==> src/logic/iq_macros.svh <==
`ifndef IQ_MACROS_SVH
`define IQ_MACROS_SVH

// datapath width
`define IQ_XLEN 32

// physical register tag width
`define IQ_TAG_W 5

// default slots per cluster
`define IQ_DEPTH 4

// age counter saturation value
`define IQ_AGE_MAX 15

`endif

==> src/logic/iq_pkg.sv <==
`default_nettype none

`include "iq_macros.svh"

package iq_pkg;

    typedef enum logic [3:0] {
        op_add,
        op_sub,
        op_and,
        op_or,
        op_xor,
        op_sll,
        op_srl,
        op_slt,
        op_beq,
        op_bne,
        op_blt,
        op_jal
    } op_e;

    typedef logic [$clog2(`IQ_AGE_MAX + 1) - 1:0] age_t;

    // 1 + 5 + 32 bits
    typedef struct packed {
        logic                  ready;
        logic [`IQ_TAG_W-1:0]  tag;
        logic [`IQ_XLEN-1:0]   value;
    } src_t;

    typedef struct packed {
        op_e                   op;
        src_t                  src1;
        src_t                  src2;
        logic [`IQ_TAG_W-1:0]  dst;
        logic [`IQ_XLEN-1:0]   pc;
        logic [`IQ_XLEN-1:0]   imm;
    } disp_t;

    typedef struct packed {
        logic                  valid;
        logic [`IQ_TAG_W-1:0]  tag;
        logic [`IQ_XLEN-1:0]   value;
        logic                  taken;
        logic [`IQ_XLEN-1:0]   target;
        logic                  qid;
    } cdb_t;

    typedef struct packed {
        logic [`IQ_XLEN-1:0]   value;
        logic                  taken;
        logic [`IQ_XLEN-1:0]   target;
    } exec_res_t;

endpackage

`default_nettype wire

==> src/logic/exec_unit.sv <==
`timescale 1ns/1ns
`default_nettype none

module exec_unit (
    input  iq_pkg::disp_t      inst_i,
    output iq_pkg::exec_res_t  res_o
);

    logic [31:0] a;
    logic [31:0] b;
    logic [31:0] link;
    logic [31:0] br_target;

    assign a         = inst_i.src1.value;
    assign b         = inst_i.src2.value;
    assign link      = inst_i.pc + 32'd4;
    assign br_target = inst_i.pc + inst_i.imm;

    always_comb begin
        res_o = '0;
        unique case (inst_i.op)
            iq_pkg::op_add: res_o.value = a + b;
            iq_pkg::op_sub: res_o.value = a - b;
            iq_pkg::op_and: res_o.value = a & b;
            iq_pkg::op_or:  res_o.value = a | b;
            iq_pkg::op_xor: res_o.value = a ^ b;
            iq_pkg::op_sll: res_o.value = a << b[4:0];
            iq_pkg::op_srl: res_o.value = a >> b[4:0];
            iq_pkg::op_slt: res_o.value = {31'd0, $signed(a) < $signed(b)};
            ////////////////////
            // branches
            iq_pkg::op_beq,
            iq_pkg::op_bne,
            iq_pkg::op_blt,
            iq_pkg::op_jal: begin
                res_o.value  = link;
                res_o.target = br_target;
                case (inst_i.op)
                    iq_pkg::op_beq: res_o.taken = (a == b);
                    iq_pkg::op_bne: res_o.taken = (a != b);
                    iq_pkg::op_blt: res_o.taken = $signed(a) < $signed(b);
                    default:        res_o.taken = 1'b1;
                endcase
            end
            default: res_o = '0;
        endcase
    end

endmodule

`default_nettype wire

==> src/logic/cdb_arbiter.sv <==
`timescale 1ns/1ns
`default_nettype none

module cdb_arbiter (
    input  wire logic        clk,
    input  wire logic        rst_n_i,
    input  wire logic        flush_i,
    input  wire logic [1:0]  req_i,
    input  iq_pkg::cdb_t     res0_i,
    input  iq_pkg::cdb_t     res1_i,
    output logic [1:0]       grant_o,
    output iq_pkg::cdb_t     cdb_o
);

    // cluster that wins the next tie
    logic prio_q;

    always_comb begin
        grant_o = 2'b00;
        if (!flush_i) begin
            if (&req_i) begin
                grant_o = prio_q ? 2'b10 : 2'b01;
            end else begin
                grant_o = req_i;
            end
        end
    end

    always_comb begin
        cdb_o = '0;
        if (grant_o[1]) begin
            cdb_o = res1_i;
        end else if (grant_o[0]) begin
            cdb_o = res0_i;
        end
        cdb_o.valid = |grant_o;
    end

    always_ff @(posedge clk or negedge rst_n_i) begin
        if (!rst_n_i) begin
            prio_q <= 1'b0;
        end else if (flush_i) begin
            prio_q <= 1'b0;
        end else if (grant_o[0]) begin
            prio_q <= 1'b1;
        end else if (grant_o[1]) begin
            prio_q <= 1'b0;
        end
    end

endmodule

`default_nettype wire

==> src/logic/iq_entry.sv <==
`timescale 1ns/1ns
`default_nettype none

`include "iq_macros.svh"

module iq_entry (
    input  wire logic          clk,
    input  wire logic          rst_n_i,
    input  wire logic          flush_i,
    input  wire logic          alloc_i,
    input  iq_pkg::disp_t      disp_i,
    input  iq_pkg::cdb_t       cdb_i,
    input  wire logic          issue_i,
    output logic               busy_o,
    output logic               ready_o,
    output iq_pkg::age_t       age_o,
    output iq_pkg::disp_t      inst_o
);

    logic          busy_q;
    iq_pkg::age_t  age_q;
    iq_pkg::disp_t inst_q;
    iq_pkg::disp_t inst_d;

    // capture a broadcast value for a waiting source
    function automatic iq_pkg::src_t snoop(iq_pkg::src_t s, iq_pkg::cdb_t c);
        iq_pkg::src_t r;
        r = s;
        if (!s.ready && c.valid && (c.tag == s.tag)) begin
            r.ready = 1'b1;
            r.value = c.value;
        end
        return r;
    endfunction

    // a fresh dispatch snoops the same bus cycle too
    always_comb begin
        inst_d = alloc_i ? disp_i : inst_q;
        inst_d.src1 = snoop(inst_d.src1, cdb_i);
        inst_d.src2 = snoop(inst_d.src2, cdb_i);
    end

    always_ff @(posedge clk or negedge rst_n_i) begin
        if (!rst_n_i) begin
            busy_q <= 1'b0;
            age_q  <= '0;
        end else if (flush_i) begin
            busy_q <= 1'b0;
            age_q  <= '0;
        end else if (alloc_i) begin
            busy_q <= 1'b1;
            age_q  <= '0;
        end else begin
            if (issue_i) begin
                busy_q <= 1'b0;
            end
            if (busy_q && (age_q != iq_pkg::age_t'(`IQ_AGE_MAX))) begin
                age_q <= age_q + 1'b1;
            end
        end
    end

    always_ff @(posedge clk) begin
        inst_q <= inst_d;
    end

    assign busy_o  = busy_q;
    assign ready_o = busy_q & inst_q.src1.ready & inst_q.src2.ready;
    assign age_o   = age_q;
    assign inst_o  = inst_q;

endmodule

`default_nettype wire

==> src/logic/alu_iq.sv <==
`timescale 1ns/1ns
`default_nettype none

`include "iq_macros.svh"

module alu_iq #(
    parameter int depth = `IQ_DEPTH
) (
    input  wire logic          clk,
    input  wire logic          rst_n_i,
    input  wire logic          flush_i,
    input  wire logic          qid_i,
    input  iq_pkg::disp_t      disp_i,
    input  wire logic          disp_valid_i,
    output logic               disp_ready_o,
    input  iq_pkg::cdb_t       cdb_i,
    output logic               req_o,
    output iq_pkg::cdb_t       res_o,
    input  wire logic          grant_i
);

    localparam int idx_w = (depth > 1) ? $clog2(depth) : 1;

    logic [depth-1:0]   busy;
    logic [depth-1:0]   rdy;
    logic [depth-1:0]   alloc_vec;
    logic [depth-1:0]   issue_vec;
    iq_pkg::age_t       age [depth];
    iq_pkg::disp_t      inst [depth];

    logic               accept;
    logic               any_rdy;
    logic               issue_en;
    logic [idx_w-1:0]   sel_idx;
    iq_pkg::age_t       best_age;
    iq_pkg::disp_t      sel_inst;
    iq_pkg::exec_res_t  exec_res;

    logic               ready_q;
    logic               res_valid_q;
    logic [`IQ_TAG_W-1:0] res_tag_q;
    iq_pkg::exec_res_t  res_q;

    ////////////////////
    // allocation
    assign accept = disp_valid_i & ready_q & ~flush_i;

    // lowest free slot wins
    always_comb begin
        alloc_vec = '0;
        for (int i = depth - 1; i >= 0; i--) begin
            if (!busy[i]) begin
                alloc_vec    = '0;
                alloc_vec[i] = accept;
            end
        end
    end

    // free slot left after this edge
    always_ff @(posedge clk or negedge rst_n_i) begin
        if (!rst_n_i) begin
            ready_q <= 1'b1;
        end else if (flush_i) begin
            ready_q <= 1'b1;
        end else begin
            ready_q <= |((~busy & ~alloc_vec) | issue_vec);
        end
    end

    for (genvar i = 0; i < depth; i++) begin : g_slot
        assign issue_vec[i] = issue_en & (sel_idx == idx_w'(i));

        iq_entry u_entry (
            .clk     (clk),
            .rst_n_i (rst_n_i),
            .flush_i (flush_i),
            .alloc_i (alloc_vec[i]),
            .disp_i  (disp_i),
            .cdb_i   (cdb_i),
            .issue_i (issue_vec[i]),
            .busy_o  (busy[i]),
            .ready_o (rdy[i]),
            .age_o   (age[i]),
            .inst_o  (inst[i])
        );
    end

    ////////////////////
    // oldest ready slot wins and ties go to the lowest index
    always_comb begin
        sel_idx  = '0;
        best_age = '0;
        any_rdy  = 1'b0;
        for (int i = 0; i < depth; i++) begin
            if (rdy[i] && (!any_rdy || (age[i] > best_age))) begin
                sel_idx  = idx_w'(i);
                best_age = age[i];
                any_rdy  = 1'b1;
            end
        end
    end

    assign issue_en = any_rdy & (~res_valid_q | grant_i) & ~flush_i;
    assign sel_inst = inst[sel_idx];

    exec_unit u_exec (
        .inst_i (sel_inst),
        .res_o  (exec_res)
    );

    ////////////////////
    // result register held until granted
    always_ff @(posedge clk or negedge rst_n_i) begin
        if (!rst_n_i) begin
            res_valid_q <= 1'b0;
        end else if (flush_i) begin
            res_valid_q <= 1'b0;
        end else if (issue_en) begin
            res_valid_q <= 1'b1;
        end else if (grant_i) begin
            res_valid_q <= 1'b0;
        end
    end

    always_ff @(posedge clk) begin
        if (issue_en) begin
            res_q     <= exec_res;
            res_tag_q <= sel_inst.dst;
        end
    end

    assign disp_ready_o = ready_q;
    assign req_o        = res_valid_q;

    always_comb begin
        res_o        = '0;
        res_o.valid  = res_valid_q;
        res_o.tag    = res_tag_q;
        res_o.value  = res_q.value;
        res_o.taken  = res_q.taken;
        res_o.target = res_q.target;
        res_o.qid    = qid_i;
    end

endmodule

`default_nettype wire

==> src/logic/issue_top.sv <==
`timescale 1ns/1ns
`default_nettype none

module issue_top (
    input  wire logic      clk,
    input  wire logic      rst_n_i,
    input  wire logic      flush_i,
    input  iq_pkg::disp_t  disp0_i,
    input  wire logic      disp0_valid_i,
    output logic           disp0_ready_o,
    input  iq_pkg::disp_t  disp1_i,
    input  wire logic      disp1_valid_i,
    output logic           disp1_ready_o,
    output iq_pkg::cdb_t   cdb_o
);

    logic [1:0]    req;
    logic [1:0]    grant;
    iq_pkg::cdb_t  res0;
    iq_pkg::cdb_t  res1;

    // both clusters snoop the same broadcast
    alu_iq u_iq0 (
        .clk          (clk),
        .rst_n_i      (rst_n_i),
        .flush_i      (flush_i),
        .qid_i        (1'b0),
        .disp_i       (disp0_i),
        .disp_valid_i (disp0_valid_i),
        .disp_ready_o (disp0_ready_o),
        .cdb_i        (cdb_o),
        .req_o        (req[0]),
        .res_o        (res0),
        .grant_i      (grant[0])
    );

    alu_iq u_iq1 (
        .clk          (clk),
        .rst_n_i      (rst_n_i),
        .flush_i      (flush_i),
        .qid_i        (1'b1),
        .disp_i       (disp1_i),
        .disp_valid_i (disp1_valid_i),
        .disp_ready_o (disp1_ready_o),
        .cdb_i        (cdb_o),
        .req_o        (req[1]),
        .res_o        (res1),
        .grant_i      (grant[1])
    );

    cdb_arbiter u_arb (
        .clk     (clk),
        .rst_n_i (rst_n_i),
        .flush_i (flush_i),
        .req_i   (req),
        .res0_i  (res0),
        .res1_i  (res1),
        .grant_o (grant),
        .cdb_o   (cdb_o)
    );

endmodule

`default_nettype wire

==> config.mk <==
export PLATFORM = sky130hd
export DESIGN_NAME = issue_top
export DESIGN_NICKNAME = d
export VERILOG_FILES = /design/src/logic/iq_pkg.sv /design/src/logic/exec_unit.sv /design/src/logic/cdb_arbiter.sv /design/src/logic/iq_entry.sv /design/src/logic/alu_iq.sv /design/src/logic/issue_top.sv
export VERILOG_INCLUDE_DIRS = /design/src /design/src/logic
export SDC_FILE = /design/constraint.sdc
export NUM_CORES = 2
export LEC_CHECK = 0
export ABC_AREA = 1
export BUFFER_PORTS_ARGS = -buffer_cell sky130_fd_sc_hd__buf_2
export CORE_MARGIN = 4
export CORE_UTILIZATION = 40
export CTS_CLUSTER_SIZE = 30
export DETAILED_ROUTE_END_ITERATION = 16
export HOLD_SLACK_MARGIN = 0.06
export SLEW_MARGIN = 40
export SYNTH_ARGS = -nofsm -noshare
export SYNTH_HDL_FRONTEND = slang
export SYNTH_SLANG_ARGS = --single-unit
==> constraint.sdc <==
create_clock -name clk -period 10 [get_ports clk]
set_input_delay 2 -clock clk [delete_from_list [all_inputs] [get_ports clk]]
set_output_delay 2 -clock clk [all_outputs]
set_load 0.05 [all_outputs]
==> results.tsv <==
metric	value	unit
outcome	finished, final reports clean	
rsz0062_at_grt	no	
ys_ff_latch	1377	
track_usage	31.96	%
startpoint_type	register	
setup_viol	0	
route.detailed.drc	0	
postCtsSetupRepairBufs	0	
gp_congestion	1.017	
path_class	reg2reg	
drtAntennaViolNets	0	
vias	76336	
hold_depth	2	
cts_hold_buf	0	
final_common_cell	nand2_1	
numCtsBuffers	157	
synthCells	10092	
numPortBuffers	376	
powerDensity	177.8	nW/um^2
utilization	44.95	%
max_slew_margin	38.76	%
hold_viol	0	
hpwl	258.7	mm
initial_core_util	40.32	%
fin_tns_setup	0	ps
cts_tree	yes	
die_y	465.5	microns
vdd_drop_max	0.1867	mV
drt-vias-per-instance	5.798	
synth_warnings	0	
clk_pin_slew	60	ps
grt_max_degree	121	
num_rows	167	
fmax	108.0	MHz
yosysSeqAreaShare	47.97	%
cts_resized	0	
grt_pass1_wl	509.2	mm
firstDrtPassIters	9	
die_area	216700	sq um
final_cell_mix	1885 x nand2_1, 1508 x nand3_1, 1236 x edfxtp_1, 1072 x inv_1, 798 x nor2_1	
worst_slew_pin_slew	917.6	ps
layoutNonFillerInstCount	13166	
grt_pass1_vias	71298	
layout-area-overhead-vs-synth	11.49	%
worst_path_most_repeated_cell	nand2_1	
num-nets-final	10835	
core	207700	sq um
period_minus_slack	9259	ps
finalClockSkew	47.69	ps
maxSlewViolCount	0	
cp_data_arrival_time	9790	ps
max_stage_delay	680	ps
drt_iter0_drc	9250	
regToRegSetupSlack	740	ps
crit_fanout	44	
hold_path.class	reg2reg	
clk_latency	850	ps
synth_fp_nets	10691	
numClockSinks	1377	
critPathSlowestCell	nor2_4	
period_share	92.59	%
p_leak	37.42	nW
crit_required	10530	ps
routed_wl	357.7	mm
worst_hold_slack	471.7	ps
synthArstFlopShare	3.268	%
reg2reg_depth	53	
synth_edf_count	1236	
syn_area	83730	sq um
cts.root.buffer_cell	clkbuf_16	
drive_above_1_share	10.10	%
dpl.cell_count	12863	
yosysUniqueCellTypes	71	
wire_per_inst	27.17	microns
pin_count	377	
antenna_found_initial	43	
nFillCells	20605	
yosysTopAreaCell	edfxtp_1	
clockBufferDepth	3	
avgSynthCellArea	8.297	sq um
gr-total-overflow	0	
synth_area_leaders	edfxtp_1 44%, nand3_1 9.1%, nand2_1 8.5%, inv_1 4.9%, ha_1 4.3%	
drv_cap	0	
fp.dieW	465.5	microns
synth_top_cell_area_share	44.33	%
crit_path_end_kind	register	
synth_top_flop_cell	edfxtp_1	
htreeDepth	4	
==> sequential cells by signal (all words and copies together), names as in the netlist <==
signal	cells
u_iq1.res_o	65
u_iq0.res_tag_q	5
u_iq1.g_slot.u_entry.inst_o	596
u_iq1.disp_ready_o	1
u_iq0.res_o	65
u_iq1.g_slot.u_entry.age_o	16
u_iq1.g_slot.u_entry.busy_o	4
u_iq0.g_slot.u_entry.inst_o	596
u_iq0.disp_ready_o	1
u_arb.prio_q	1
u_iq0.g_slot.u_entry.age_o	16
u_iq0.g_slot.u_entry.busy_o	4
u_iq1.res_tag_q	5
u_iq1.req_o	1
u_iq0.req_o	1
==> layout make-up <==
| class | count | area (sq um) | area share (%) |
|---|---|---|---|
| clock inverter | 83 | 885.9 | 0.9489 |
| multi-input combinational | 7009 | 36880 | 39.51 |
| sequential | 1377 | 40170 | 43.03 |
| timing repair buffer | 551 | 3415 | 3.658 |
| tap | 2788 | 3488 | 3.737 |
| clock buffer | 203 | 4183 | 4.481 |
| antenna | 15 | 37.54 | 0.04021 |
| inverter | 1140 | 4295 | 4.601 |
==> power by group <==
group | leakage (nW) | switching (mW) | total (mW) | internal (mW)
logic | 22.3 | 3.12 | 4.20 | 1.09
registers | 12.7 | 0.0883 | 6.65 | 6.56
clock network | 2.42 | 2.50 | 5.75 | 3.25
==> Yosys cell counts (87+ instances only) <==
cell type,instances
clkbuf_1,221
nor2_1,804
ha_1,290
o21ai_1,258
dfxtp_1,96
o21a_1,112
nand3b_1,141
xor2_1,87
buf_2,213
edfxtp_1,1236
a21oi_1,376
nand2_1,1893
nand3_1,1518
o21ai_0,677
nand4_1,167
o22ai_1,174
inv_1,1089
nor3_1,106
==> final timing paths <==
kind / start / endpoint
hold reg to reg: u_iq0.g_slot[1].u_entry.inst_o[101] / u_iq0.g_slot[1].u_entry.inst_o[101]
setup reg to reg: u_iq1.g_slot[0].u_entry.busy_o / u_iq1.res_o[34]
max in group asynchronous: rst_n_i / u_iq0.g_slot[0].u_entry.busy_o
setup / recovery: u_iq1.g_slot[0].u_entry.busy_o / u_iq1.res_o[34]
min in group asynchronous: rst_n_i / u_iq1.g_slot[2].u_entry.age_o[3]
hold / removal: u_iq0.g_slot[1].u_entry.inst_o[101] / u_iq0.g_slot[1].u_entry.inst_o[101]
==> critical path, delay by kind of cell, from the launching register on <==
family	cells	cell delay, ps
buffers and inverters	7	960
AOI/OAI and AO/OA	9	1680
and+or+nand+nor	33	4380
adders and majority gates	4	1410
DFF	1	490
==> metrics by stage <==
step                setup WS [ps]  total power [mW]  cell area, sq um
floorplan                    2652             9.261             83730
global placement            805.7             10.84             87940
detailed placement          896.4             10.85             88190
CTS                         872.9             16.58             93260
global route                133.1             17.23             93330
finish                      740.7             16.60             93350
==> metal layers <==
metal	GRT usage [%]	vias to the layer above	part of all wire [%]	wire length, microns
met5	0	-	0.027	96
li1	-	34998	-	-
met2	49.23	3844	44	158100
met1	43.63	36840	42	148500
met4	15.96	14	5.7	20330
met3	5.242	640	8.6	30700
==> kinds of logic (layout without fill, tap and decap cells) <==
kind of cell | after synthesis | in the layout | synth area share, %
and+or+nand+nor | 4811 | 4811 | 25.96
AOI/OAI and AO/OA | 1792 | 1792 | 12.09
muxes | 10 | 10 | 0.1195
other | 0 | 15 | 0
buffers and inverters | 1706 | 1977 | 8.330
DFF | 1377 | 1377 | 47.97
xor gates and xnor gates | 100 | 100 | 1.046
adders and majority gates | 296 | 296 | 4.477
No activity file was read; power rests on OpenSTA's default activity.
